### src/include/clockSynthDefs.svh
// Clock synthesizer shared field widths for configuration and status
`ifndef CLOCK_SYNTH_DEFS_SVH
`define CLOCK_SYNTH_DEFS_SVH

`define PRESCALE_W 4   // Reference prescaler ratio field
`define MUL_INT_W  11  // Multiplier integer part
`define MUL_FRAC_W 12  // Multiplier fractional part
`define LDET_W     9   // Lock detector config, MSB is force lock
`define L2_W       8   // Output L2 divide ratio

`endif

### src/hdl/pllCfgPkg.sv
// Clock synthesizer configuration package, field widths and divider codes
package pllCfgPkg;

  `include "clockSynthDefs.svh"

  // --------------------------------------------------------------------------
  // Configuration field widths
  // --------------------------------------------------------------------------
  localparam int PRESCALE_W = `PRESCALE_W;  // CK_XTAL_IN prescale ratio
  localparam int MUL_INT_W  = `MUL_INT_W;   // Integer multiplier
  localparam int MUL_FRAC_W = `MUL_FRAC_W;  // Fractional multiplier
  localparam int LDET_W     = `LDET_W;      // Lock detector settings
  localparam int L2_W       = `L2_W;        // Default L2 divider width

  localparam int LDET_FORCE_BIT = LDET_W - 1;  // Forces LOCKED high when set

  // Widest L1 predivide is 8, so a 3 bit counter covers every code
  localparam int L1_CNT_W = 3;

  // L1 predivide code, ratio is 2 to the power of the code
  typedef enum logic [1:0] {
    L1_DIV1 = 2'd0,  // Divide by 1
    L1_DIV2 = 2'd1,  // Divide by 2
    L1_DIV4 = 2'd2,  // Divide by 4
    L1_DIV8 = 2'd3   // Divide by 8
  } l1Code_t;

endpackage

### src/hdl/pllStatusPkg.sv
// Clock synthesizer lock status package, detector states and counter width
package pllStatusPkg;

  `include "clockSynthDefs.svh"

  // --------------------------------------------------------------------------
  // Lock detector
  // --------------------------------------------------------------------------

  // Settle count field is the lock detector config minus its force bit
  localparam int SETTLE_W = `LDET_W - 1;

  typedef enum logic [1:0] {
    LK_RESET  = 2'd0,  // Just out of reset, capture config
    LK_SETTLE = 2'd1,  // Counting reference ticks
    LK_LOCKED = 2'd2   // Settled with no config change
  } lockState_t;

endpackage

### src/hdl/refPrescaler.sv
// Reference prescaler, one cycle tick every PRESCALE+1 crystal clocks
`timescale 1ns/1ps

module refPrescaler
  import pllCfgPkg::*;
(
  input  logic                  CK_XTAL_IN,  // Crystal reference clock
  input  logic                  RST_N,       // Async reset, active low
  input  logic [PRESCALE_W-1:0] PRESCALE,    // Divide ratio minus one
  output logic                  refTick      // One cycle pulse
);

  logic [PRESCALE_W-1:0] preCnt;   // Down counter
  logic                  cntZero;  // Counter at terminal value

  assign cntZero = (preCnt == '0);

  // --------------------------------------------------------------------------
  // Down counter with reload
  // --------------------------------------------------------------------------
  always_ff @(posedge CK_XTAL_IN or negedge RST_N) begin
    if (!RST_N) begin
      preCnt <= '0;
    end else if (cntZero) begin
      preCnt <= PRESCALE;                 // Reload for next period
    end else begin
      preCnt <= preCnt - 1'b1;
    end
  end

  // Tick registered so it is clean and low out of reset
  always_ff @(posedge CK_XTAL_IN or negedge RST_N) begin
    if (!RST_N) begin
      refTick <= 1'b0;
    end else begin
      refTick <= cntZero;                 // High every cycle when PRESCALE is 0
    end
  end

endmodule

### src/hdl/lockDetector.sv
// Lock detector, drops LOCKED on multiplier config change and times relock
`timescale 1ns/1ps

module lockDetector
  import pllCfgPkg::*;
  import pllStatusPkg::*;
#(
  parameter int SettleWidth = SETTLE_W  // Settle counter width
) (
  input  logic                  CK_XTAL_IN,    // Crystal reference clock
  input  logic                  RST_N,         // Async reset, active low
  input  logic                  refTick,       // Prescaled reference tick
  input  logic [PRESCALE_W-1:0] PRESCALE,      // Prescaler ratio
  input  logic [MUL_INT_W-1:0]  MUL_INT,       // Integer multiplier
  input  logic [MUL_FRAC_W-1:0] MUL_FRAC,      // Fractional multiplier
  input  logic                  INTEGER_MODE,  // Integer mode select
  input  logic [LDET_W-1:0]     LDET_CONFIG,   // Force bit and settle count
  output logic                  LOCKED         // Lock indication
);

  // Every field whose change forces a relock
  localparam int CFG_W = PRESCALE_W + MUL_INT_W + MUL_FRAC_W + 1;

  logic [CFG_W-1:0]       cfgNow;        // Current configuration
  logic [CFG_W-1:0]       cfgReg;        // Configuration seen last clock
  logic                   cfgChange;     // Any field differs
  logic                   forceLock;     // LDET_CONFIG MSB
  logic [SettleWidth-1:0] settleTarget;  // Ticks to wait, minus one
  logic [SettleWidth-1:0] settleCnt;     // Ticks counted so far
  logic                   settleDone;    // Last tick of settling
  lockState_t             state;         // Detector FSM

  assign cfgNow       = {PRESCALE, MUL_INT, MUL_FRAC, INTEGER_MODE};
  assign cfgChange    = (cfgNow != cfgReg);
  assign forceLock    = LDET_CONFIG[LDET_FORCE_BIT];
  assign settleTarget = SettleWidth'(LDET_CONFIG[LDET_FORCE_BIT-1:0]);
  assign settleDone   = refTick && (settleCnt == settleTarget);

  // --------------------------------------------------------------------------
  // Configuration snapshot
  // --------------------------------------------------------------------------
  always_ff @(posedge CK_XTAL_IN or negedge RST_N) begin
    if (!RST_N) begin
      cfgReg <= '0;
    end else begin
      cfgReg <= cfgNow;                   // Follow config every clock
    end
  end

  // --------------------------------------------------------------------------
  // Lock FSM and settle counter
  // --------------------------------------------------------------------------
  always_ff @(posedge CK_XTAL_IN or negedge RST_N) begin
    if (!RST_N) begin
      state     <= LK_RESET;
      settleCnt <= '0;
    end else begin
      case (state)
        LK_RESET: begin
          state     <= LK_SETTLE;         // Snapshot taken this clock
          settleCnt <= '0;
        end
        LK_SETTLE: begin
          if (cfgChange) begin
            settleCnt <= '0;              // Restart settling
          end else if (settleDone) begin
            state     <= LK_LOCKED;
            settleCnt <= '0;
          end else if (refTick) begin
            settleCnt <= settleCnt + 1'b1;
          end
        end
        LK_LOCKED: begin
          if (cfgChange) begin
            state     <= LK_SETTLE;       // Drop lock next clock
            settleCnt <= '0;
          end
        end
        default: begin
          state     <= LK_RESET;
          settleCnt <= '0;
        end
      endcase
    end
  end

  // Force bit overrides the FSM and ignores config changes
  assign LOCKED = forceLock || (state == LK_LOCKED);

endmodule

### src/hdl/outputDivider.sv
// Output clock channel, L1 power of two and L2 division with enable and bypass
`timescale 1ns/1ps

module outputDivider
  import pllCfgPkg::*;
#(
  parameter int L2Width = L2_W  // L2 divide field width
) (
  input  logic               CK_XTAL_IN,  // Crystal reference clock
  input  logic               RST_N,       // Async reset, active low
  input  logic               CK_AUX_IN,   // Bypass clock
  input  logic               locked,      // Lock from detector
  input  logic               EN,          // Channel enable
  input  logic               BYPASS,      // Select CK_AUX_IN
  input  l1Code_t            L1,          // L1 predivide code
  input  logic [L2Width-1:0] L2,          // L2 ratio minus one
  output logic               ckOut        // Channel clock output
);

  logic                run;    // Divider active
  logic [L1_CNT_W-1:0] l1Max;  // Terminal count of L1 stage
  logic [L1_CNT_W-1:0] l1Cnt;  // L1 counter
  logic                l1Tick; // One clock per L1 period
  logic [L2Width-1:0]  l2Cnt;  // L2 counter of L1 ticks
  logic                l2Hit;  // L2 reached its ratio
  logic                divClk; // Registered divided clock

  assign run = EN && locked;

  // L1 terminal count from the code
  always_comb begin
    case (L1)
      L1_DIV1: l1Max = L1_CNT_W'(0);
      L1_DIV2: l1Max = L1_CNT_W'(1);
      L1_DIV4: l1Max = L1_CNT_W'(3);
      L1_DIV8: l1Max = L1_CNT_W'(7);
      default: l1Max = L1_CNT_W'(0);
    endcase
  end

  assign l1Tick = (l1Cnt == l1Max);
  assign l2Hit  = (l2Cnt == L2);

  // --------------------------------------------------------------------------
  // L1 predivider
  // --------------------------------------------------------------------------
  always_ff @(posedge CK_XTAL_IN or negedge RST_N) begin
    if (!RST_N) begin
      l1Cnt <= '0;
    end else if (!run || l1Tick) begin
      l1Cnt <= '0;                        // Restart on stop or wrap
    end else begin
      l1Cnt <= l1Cnt + 1'b1;
    end
  end

  // --------------------------------------------------------------------------
  // L2 divider and output toggle
  // --------------------------------------------------------------------------
  always_ff @(posedge CK_XTAL_IN or negedge RST_N) begin
    if (!RST_N) begin
      l2Cnt  <= '0;
      divClk <= 1'b0;
    end else if (!run) begin
      l2Cnt  <= '0;                       // Restart from a low phase
      divClk <= 1'b0;
    end else if (l1Tick) begin
      if (l2Hit) begin
        l2Cnt  <= '0;
        divClk <= ~divClk;                // Half period of 2^L1*(L2+1)
      end else begin
        l2Cnt <= l2Cnt + 1'b1;
      end
    end
  end

  // Gate holds the output low the same clock EN or lock falls,
  // bypass wins regardless of lock and enable
  assign ckOut = BYPASS ? CK_AUX_IN : (divClk && run);

endmodule

### src/hdl/clockSynth.sv
// Clock synthesizer top, prescaler, lock detector and two output channels
`timescale 1ns/1ps

module clockSynth
  import pllCfgPkg::*;
  import pllStatusPkg::*;
#(
  parameter int L2Width     = L2_W,     // Output L2 field width
  parameter int SettleWidth = SETTLE_W  // Lock settle counter width
) (
  input  logic                        CK_XTAL_IN,    // Crystal reference clock
  input  logic                        RST_N,         // Async reset, active low
  input  logic                        CK_AUX_IN,     // Bypass clock
  input  logic [PRESCALE_W-1:0]       PRESCALE,      // Reference prescale ratio
  input  logic                        INTEGER_MODE,  // Integer mode select
  input  logic [MUL_INT_W-1:0]        MUL_INT,       // Integer multiplier
  input  logic [MUL_FRAC_W-1:0]       MUL_FRAC,      // Fractional multiplier
  input  logic [LDET_W-1:0]           LDET_CONFIG,   // Lock detector settings
  input  logic                        PS0_EN,        // Channel 0 enable
  input  logic                        PS0_BYPASS,    // Channel 0 bypass
  input  logic [$bits(l1Code_t)-1:0]  PS0_L1,        // Channel 0 L1 code
  input  logic [L2Width-1:0]          PS0_L2,        // Channel 0 L2 ratio
  input  logic                        PS1_EN,        // Channel 1 enable
  input  logic                        PS1_BYPASS,    // Channel 1 bypass
  input  logic [$bits(l1Code_t)-1:0]  PS1_L1,        // Channel 1 L1 code
  input  logic [L2Width-1:0]          PS1_L2,        // Channel 1 L2 ratio
  output logic                        LOCKED,        // Lock indication
  output logic                        CK_PLL_OUT0,   // Channel 0 clock
  output logic                        CK_PLL_OUT1    // Channel 1 clock
);

  logic refTick;  // Prescaled reference tick

  // --------------------------------------------------------------------------
  // Reference and lock
  // --------------------------------------------------------------------------
  refPrescaler uPrescaler (
    .CK_XTAL_IN (CK_XTAL_IN),
    .RST_N      (RST_N),
    .PRESCALE   (PRESCALE),
    .refTick    (refTick)
  );

  lockDetector #(
    .SettleWidth (SettleWidth)
  ) uLockDet (
    .CK_XTAL_IN   (CK_XTAL_IN),
    .RST_N        (RST_N),
    .refTick      (refTick),
    .PRESCALE     (PRESCALE),
    .MUL_INT      (MUL_INT),
    .MUL_FRAC     (MUL_FRAC),
    .INTEGER_MODE (INTEGER_MODE),
    .LDET_CONFIG  (LDET_CONFIG),
    .LOCKED       (LOCKED)
  );

  // --------------------------------------------------------------------------
  // Output channels
  // --------------------------------------------------------------------------
  outputDivider #(
    .L2Width (L2Width)
  ) ps0 (
    .CK_XTAL_IN (CK_XTAL_IN),
    .RST_N      (RST_N),
    .CK_AUX_IN  (CK_AUX_IN),
    .locked     (LOCKED),
    .EN         (PS0_EN),
    .BYPASS     (PS0_BYPASS),
    .L1         (l1Code_t'(PS0_L1)),   // Raw code to enum
    .L2         (PS0_L2),
    .ckOut      (CK_PLL_OUT0)
  );

  outputDivider #(
    .L2Width (L2Width)
  ) ps1 (
    .CK_XTAL_IN (CK_XTAL_IN),
    .RST_N      (RST_N),
    .CK_AUX_IN  (CK_AUX_IN),
    .locked     (LOCKED),
    .EN         (PS1_EN),
    .BYPASS     (PS1_BYPASS),
    .L1         (l1Code_t'(PS1_L1)),
    .L2         (PS1_L2),
    .ckOut      (CK_PLL_OUT1)
  );

endmodule

### config.mk
export PLATFORM = sky130hd
export DESIGN_NAME = clockSynth
export DESIGN_NICKNAME = d
export VERILOG_FILES = /design/src/hdl/pllCfgPkg.sv /design/src/hdl/pllStatusPkg.sv /design/src/hdl/refPrescaler.sv /design/src/hdl/lockDetector.sv /design/src/hdl/outputDivider.sv /design/src/hdl/clockSynth.sv
export VERILOG_INCLUDE_DIRS = /design/src /design/src/include
export SDC_FILE = /design/constraint.sdc
export NUM_CORES = 1
export LEC_CHECK = 0
export BUFFER_PORTS_ARGS = -buffer_cell sky130_fd_sc_hd__buf_2
export CORE_MARGIN = 2
export CORE_UTILIZATION = 50
export DETAILED_ROUTE_END_ITERATION = 10
export PLACE_DENSITY = 0.82
export RECOVER_POWER = 100
export REMOVE_ABC_BUFFERS = 1
export SETUP_SLACK_MARGIN = 0.1
export SLEW_MARGIN = 20
export SYNTH_ARGS = -nofsm -noshare
export SYNTH_HDL_FRONTEND = slang
export SYNTH_SLANG_ARGS = --single-unit
### constraint.sdc
create_clock -name CK_XTAL_IN -period 1.7 [get_ports CK_XTAL_IN]
set_input_delay 0.34 -clock CK_XTAL_IN [delete_from_list [all_inputs] [get_ports CK_XTAL_IN]]
set_output_delay 0.34 -clock CK_XTAL_IN [all_outputs]
set_load 0.005 [all_outputs]
Yosys cells after proc, flatten, opt, wreduce, memory -nomap -nowiden
Cells that the tools add are included.
- multipliers: 0
- bitwise operators: 2
- mux-type cells: 28
- equal/unequal tests: 22
- shifts and indexed selects: 0
- reduce and logical (&&, ||, !) cells: 18
- add/subtract/negate cells: 6
- divide/modulo/power cells: 0
- magnitude comparators: 0
- operators by type and width (cell ; number):
    8-bit 2-to-1 mux ; 10
    28-bit != test ; 1
    8-bit by 1-bit adder with 8-bit output, second input constant ; 3
    8-bit equality test ; 3
    3-bit case mux with 4 select lines ; 2
    8-bit case mux with 2 select lines ; 1
    2-bit equality test, second input constant ; 5
    2-bit != test, second input constant ; 5
    1-bit 2-to-1 mux ; 8
    3-bit by 1-bit adder with 3-bit output, second input constant ; 2
    2-bit by 1-bit equality test with 1-bit output, second input constant ; 3
    3-bit equality test ; 2
    2-bit zero test ; 3
    2-bit 2-to-1 mux ; 3
    3-bit 2-to-1 mux ; 2
    2-bit case mux with 3 select lines ; 1
    2-bit AND reduction ; 3
    1-bit logical AND ; 5
    4-bit zero test ; 1
    4-bit 2-to-1 mux ; 1
    2-bit by 1-bit != test with 1-bit output, second input constant ; 2
    4-bit by 2-bit != test with 1-bit output, second input constant ; 1
    4-bit by 1-bit subtractor with 4-bit output, second input constant ; 1
    1-bit logical OR ; 3
    3 further kinds ; 5
- memory bits (read-only): 0
- bits of input ports: 64
- word-level logic and storage cells: 87
- RAM bits: 0
- bits in latches: 0
- output and inout bits: 3
- memories: 0
- register bits: 67

Depth between registers and ports, before layout
- word-level depth: 6
- mapped depth: 7

Cells and area by module
Synthesis repeated with hierarchy kept, for this count alone.
- cells, all modules: 315
- area, all modules: 3363.2 um2
- modules (own cells, without submodules) (module ; area an instance (um2) ; cells an instance ; times used):
    lockDetector ; 1677.9 ; 147 ; 1
    outputDivider ; 726.9 ; 74 ; 2
    refPrescaler ; 231.5 ; 20 ; 1

Least setup slack after synthesis
OpenSTA, ideal clock, no wires.
- kind: flip-flop to flip-flop
- start: reg ps1.l1Cnt[1]
- end: reg ps1.l2Cnt[6]
- period minus slack after synthesis: 1.709 ns
- arrival time: 1.640 ns
- library setup time: 0.069 ns
- path buffers: 0
- path slack: -0.009 ns
- cell stages (with the launch flop): 6
- required time: 1.631 ns
- cells stage by stage: dfrtp_1 > or3_4 > o22ai_2 > a211oi_4 > or4_1 > nand3_1
- longest elaborated chain between the ends: 2
- RTL lines (item ; RTL line ; RTL):
    start, declared ; outputDivider.sv:22 ; logic [L1_CNT_W-1:0] l1Cnt;
    start signal, assigned ; outputDivider.sv:53 ; l1Cnt <= l1Cnt + 1'b1;
    3-bit equality test ; outputDivider.sv:41 ; assign l1Tick = (l1Cnt == l1Max);
    2-bit != test (no line) ; - ;
    end signal, assigned ; outputDivider.sv:72 ; l2Cnt <= l2Cnt + 1'b1;
    end, declared ; outputDivider.sv:24 ; logic [L2Width-1:0] l2Cnt;
No other way between the ends.
A chain may end at the register's enable or synchronous reset.

Worst setup path in the final report
- start: reg uLockDet.state[0]
- end: out CK_PLL_OUT0
- longest elaborated chain between the ends: 5
- RTL lines (item ; RTL line ; RTL):
    start, declared ; lockDetector.sv:31 ; lockState_t state;
    start signal, assigned ; lockDetector.sv:55 ; state <= LK_RESET;
    start signal, assigned ; lockDetector.sv:60 ; state <= LK_SETTLE;
    start signal, assigned ; lockDetector.sv:67 ; state <= LK_LOCKED;
    2-bit equality test ; lockDetector.sv:88 ; assign LOCKED = forceLock || (state == LK_LOCKED);
    1-bit logical OR ; lockDetector.sv:88 ;
    1-bit logical AND ; outputDivider.sv:28 ; assign run = EN && locked;
    1-bit logical AND ; outputDivider.sv:79 ; assign ckOut = BYPASS ? CK_AUX_IN : (divClk && run);
    1-bit 2-to-1 mux ; outputDivider.sv:79 ;
    end, declared ; clockSynth.sv:28 ; output logic CK_PLL_OUT0,
No other way between the ends.

==> reports/qor.yml <==
worst_setup_path:
  path_class: "register to output pin"
  critPathCaptureType: "output pin"
  cp_max_fo: 3
  critPathArrivalTime_ns: 1.46
  required_ns: 1.36
  startpoint_type: "register"
die:
  io_pins: 67
  die-area_sq_mm: 0.007469
  die_h_microns: 86.43
  die_w_microns: 86.43
  rows: 30
  initial_utilization: 0.5084
  fp.coreArea_sq_mm: 0.006681
detailed_routing:
  post_drt_wl_per_cell_microns: 15.29
  final_antenna_net_count: 0
  vias: 2980
  drc: 0
  viasPerCell: 5.560
  wl_mm: 8.193
  drtIter0Drc: 127
  firstDrtPassIters: 7
synthesis:
  seq_area_frac_synth: 0.4936
  synthAdderAreaFrac: 0.02210
  synth_seq_cells: 67
  async_flop_share: 1.000
  synth_xor_area_frac: 0.1495
  synthCells: 325
  ys.flop_type: "dfrtp_1"
  synth-simple-area-share: 0.1871
  syn_avg_cell_area_sq_um: 10.45
  synth_edf_count: 0
  synth_top_family_by_area: "simple AND/OR/NAND/NOR gates"
  synth-compound-area-share: 0.1297
  synth_mux_area_frac: 0.002947
  ys_types: 49
  netlist_area_sq_mm: 0.003397
  yosysWarnings: 0
sta:
  hold-worst-slack_ns: 0.1299
  max_freq_mhz: 557.0
  fin_crit_ns: 1.795
  setup_slack_ns: -0.09529
  relSlewSlack: 0.01982
  tightestPinTransition_ns: 1.470
  rsz0062_at_grt: "yes"
  setup_viol: 18
  finalSetupTns_ns: -0.6496
  layout_worst_path_cycle_share: 1.056
  worst_clock_skew_ns: 0.007907
  final_max_slew_viol_count: 0
  hold_violations: 0
global_routing:
  gr-total-overflow: 0
  grt_max_degree: 68
  antenna_found_initial: 0
  grt_pass1_wl_mm: 13.44
  grt_usage: 0.2294
  grt_pass1_vias: 2991
clocking:
  cts.clk_slew.worst_paths_ns: 0.08
  ctsLongestPathBuffers: 2
  clk_latency_ns: 0.34
  htree_levels: 3
  clock-sinks: 67
  tritoncts: "done"
  hold_buffers: 0
  cts_buffers: 9
  clock_tree.root_cell: "clkbuf_8"
power:
  power_density_mw_per_mm2: 846.7
  peakVddDrop_mv: 0.4911
  p_leak_uw: 0.001952
  internal_power_uw: 2864
  swShare: 0.2704
  seq_power_share: 0.456
  clockPowerShare: 0.389
  p_comb_frac: 0.155
  p_switching_uw: 1062
run_status:
  violations: "setup timing"
  status: "finished with violations"
final_layout:
  nets: 521
  area_delta_synth_final_pct: 36.50
  drive_gt1_frac: 0.3443
  diodes: 0
min_path:
  hold_class: "input pin to register"
job:
  maxCapViolations: 0
place:
  io_buffers: 66
  dp_hpwl_mm: 5.656
  gp_congestion: 0.8272
## stage by stage
stage / power, uW / cell area, sq um / util / worst slack, ns / cells
after floorplan: 2102 / 3376 / - / -0.3728 / 322
after global placement: 2344 / 4126 / 0.6176 / -0.09909 / 509
after detailed placement: 2379 / 4126 / 0.6176 / -0.1588 / 509
after CTS: 3942 / 4616 / 0.6908 / -0.1077 / 534
after global routing: 4108 / 4637 / 0.6940 / -0.1955 / 536
final: 3926 / 4637 / 0.6940 / -0.09529 / 536
## repair_timing
action | 4_1_cts | 5_1_grt
gates resized for setup | 63 | 17
gates cloned | 1 | 0
setup buffers | 8 | 2
pin swaps | 34 | 24
setup endpoints to repair | 32 | 34
## registers in the layout (all words and copies together), names as in the netlist, 2 cells and up
register	count
ps0.l1Cnt	3
ps0.l2Cnt	8
ps1.l1Cnt	3
ps1.l2Cnt	8
uLockDet.cfgReg	28
uLockDet.settleCnt	8
uLockDet.state	2
uPrescaler.preCnt	4
## cells by family after synthesis
group / Yosys count
adder cells (fa/ha/maj): 6
AND/OR/NAND/NOR: 115
buffers and inverters: 11
flip-flops: 67
XOR/XNOR: 58
AO/OA/AOI/OAI: 67
multiplexers: 1
## power groups by stage
| stage | logic, uW | clock network, uW | registers [uW] |
|---|---|---|---|
| floorplan | 309 | 0 | 1790 |
| global placement | 540 | 0 | 1800 |
| detailed placement | 566 | 0 | 1810 |
| CTS | 619 | 1530 | 1790 |
| global route | 683 | 1620 | 1810 |
| finish | 609 | 1530 | 1790 |
## area by class of cell
type / count / area, sq um
Clock buffer: 10 / 137.6
Clock inverter: 6 / 87.58
Fill cell: 508 / 2044
Inverter: 8 / 30.03
Multi-Input combinational cell: 248 / 1889
Sequential cell: 67 / 1678
Tap cell: 80 / 100.1
Timing Repair Buffer: 117 / 714.4
## placed cells by master (no fill, tap or decap), types with 9 or more instances in the layout
master	n
clkbuf_1	25
clkbuf_8	10
o21ai_2	10
nand3_1	9
buf_4	36
dfrtp_1	66
buf_6	10
nand2_1	23
o21ai_0	10
xnor2_1	55
nand4_1	18
nor2_1	13
buf_2	42
## critical path: stages (launching register included)
cell and delay (ns):
dfrtp_1 0.41, nor2b_4 0.14, buf_6 0.11, o21a_1 0.12, nand2_1 0.07, o21ai_2 0.13
buf_2 0.14
## path summary, 6_finish.rpt
| path | from | to | slack [ns] | cells after the start |
|---|---|---|---|---|
| min in group asynchronous | RST_N | ps1.l2Cnt[7] | 0.42 | 2 |
| max reg2reg | ps0.l2Cnt[5] | ps0.l2Cnt[6] | -0.09 | 7 |
| max | uLockDet.state[0] | CK_PLL_OUT0 | -0.1 | 6 |
| min reg2reg | uPrescaler.preCnt[2] | uPrescaler.preCnt[3] | 0.52 | 1 |
| min | MUL_FRAC[6] | uLockDet.cfgReg[7] | 0.13 | 1 |
| max in group asynchronous | RST_N | uLockDet.settleCnt[6] | 0.32 | 2 |
## Yosys cell counts (2+ instances only)
library cell | number | area (sq um)
dfrtp_1 | 67 | 1677
xnor2_1 | 56 | 490.5
o21ai_0 | 26 | 130.1
nand2_1 | 24 | 90.09
nand4_1 | 18 | 112.6
nor2_1 | 17 | 63.81
a21oi_1 | 14 | 70.07
nand3_1 | 9 | 45.04
inv_1 | 8 | 30.03
and3_1 | 7 | 43.79
o31ai_1 | 7 | 52.55
ha_1 | 6 | 75.07
nor3_1 | 6 | 30.03
or3_1 | 6 | 37.54
nor2b_1 | 5 | 31.28
and2_1 | 4 | 25.02
o21a_1 | 4 | 30.03
and4_1 | 2 | 17.52
nand2b_1 | 2 | 12.51
nand4b_1 | 2 | 17.52
nor3_2 | 2 | 20.02
nor3b_1 | 2 | 15.01
o211ai_1 | 2 | 15.01
o21bai_1 | 2 | 15.01
or2_1 | 2 | 12.51
xor2_1 | 2 | 17.52
## routing by layer
| metal | share of wire | vias to the layer above | wire length [microns] | global-route usage |
|---|---|---|---|---|
| met5 | 0 | - | 0 | 0 |
| met4 | 0.020 | 0 | 163 | 0.08239 |
| met3 | 0.043 | 14 | 352 | 0.04571 |
| met2 | 0.52 | 90 | 4244 | 0.3951 |
| met1 | 0.42 | 1467 | 3432 | 0.2872 |
| li1 | - | 1409 | - | - |
(Power assumes the default switching activity.)
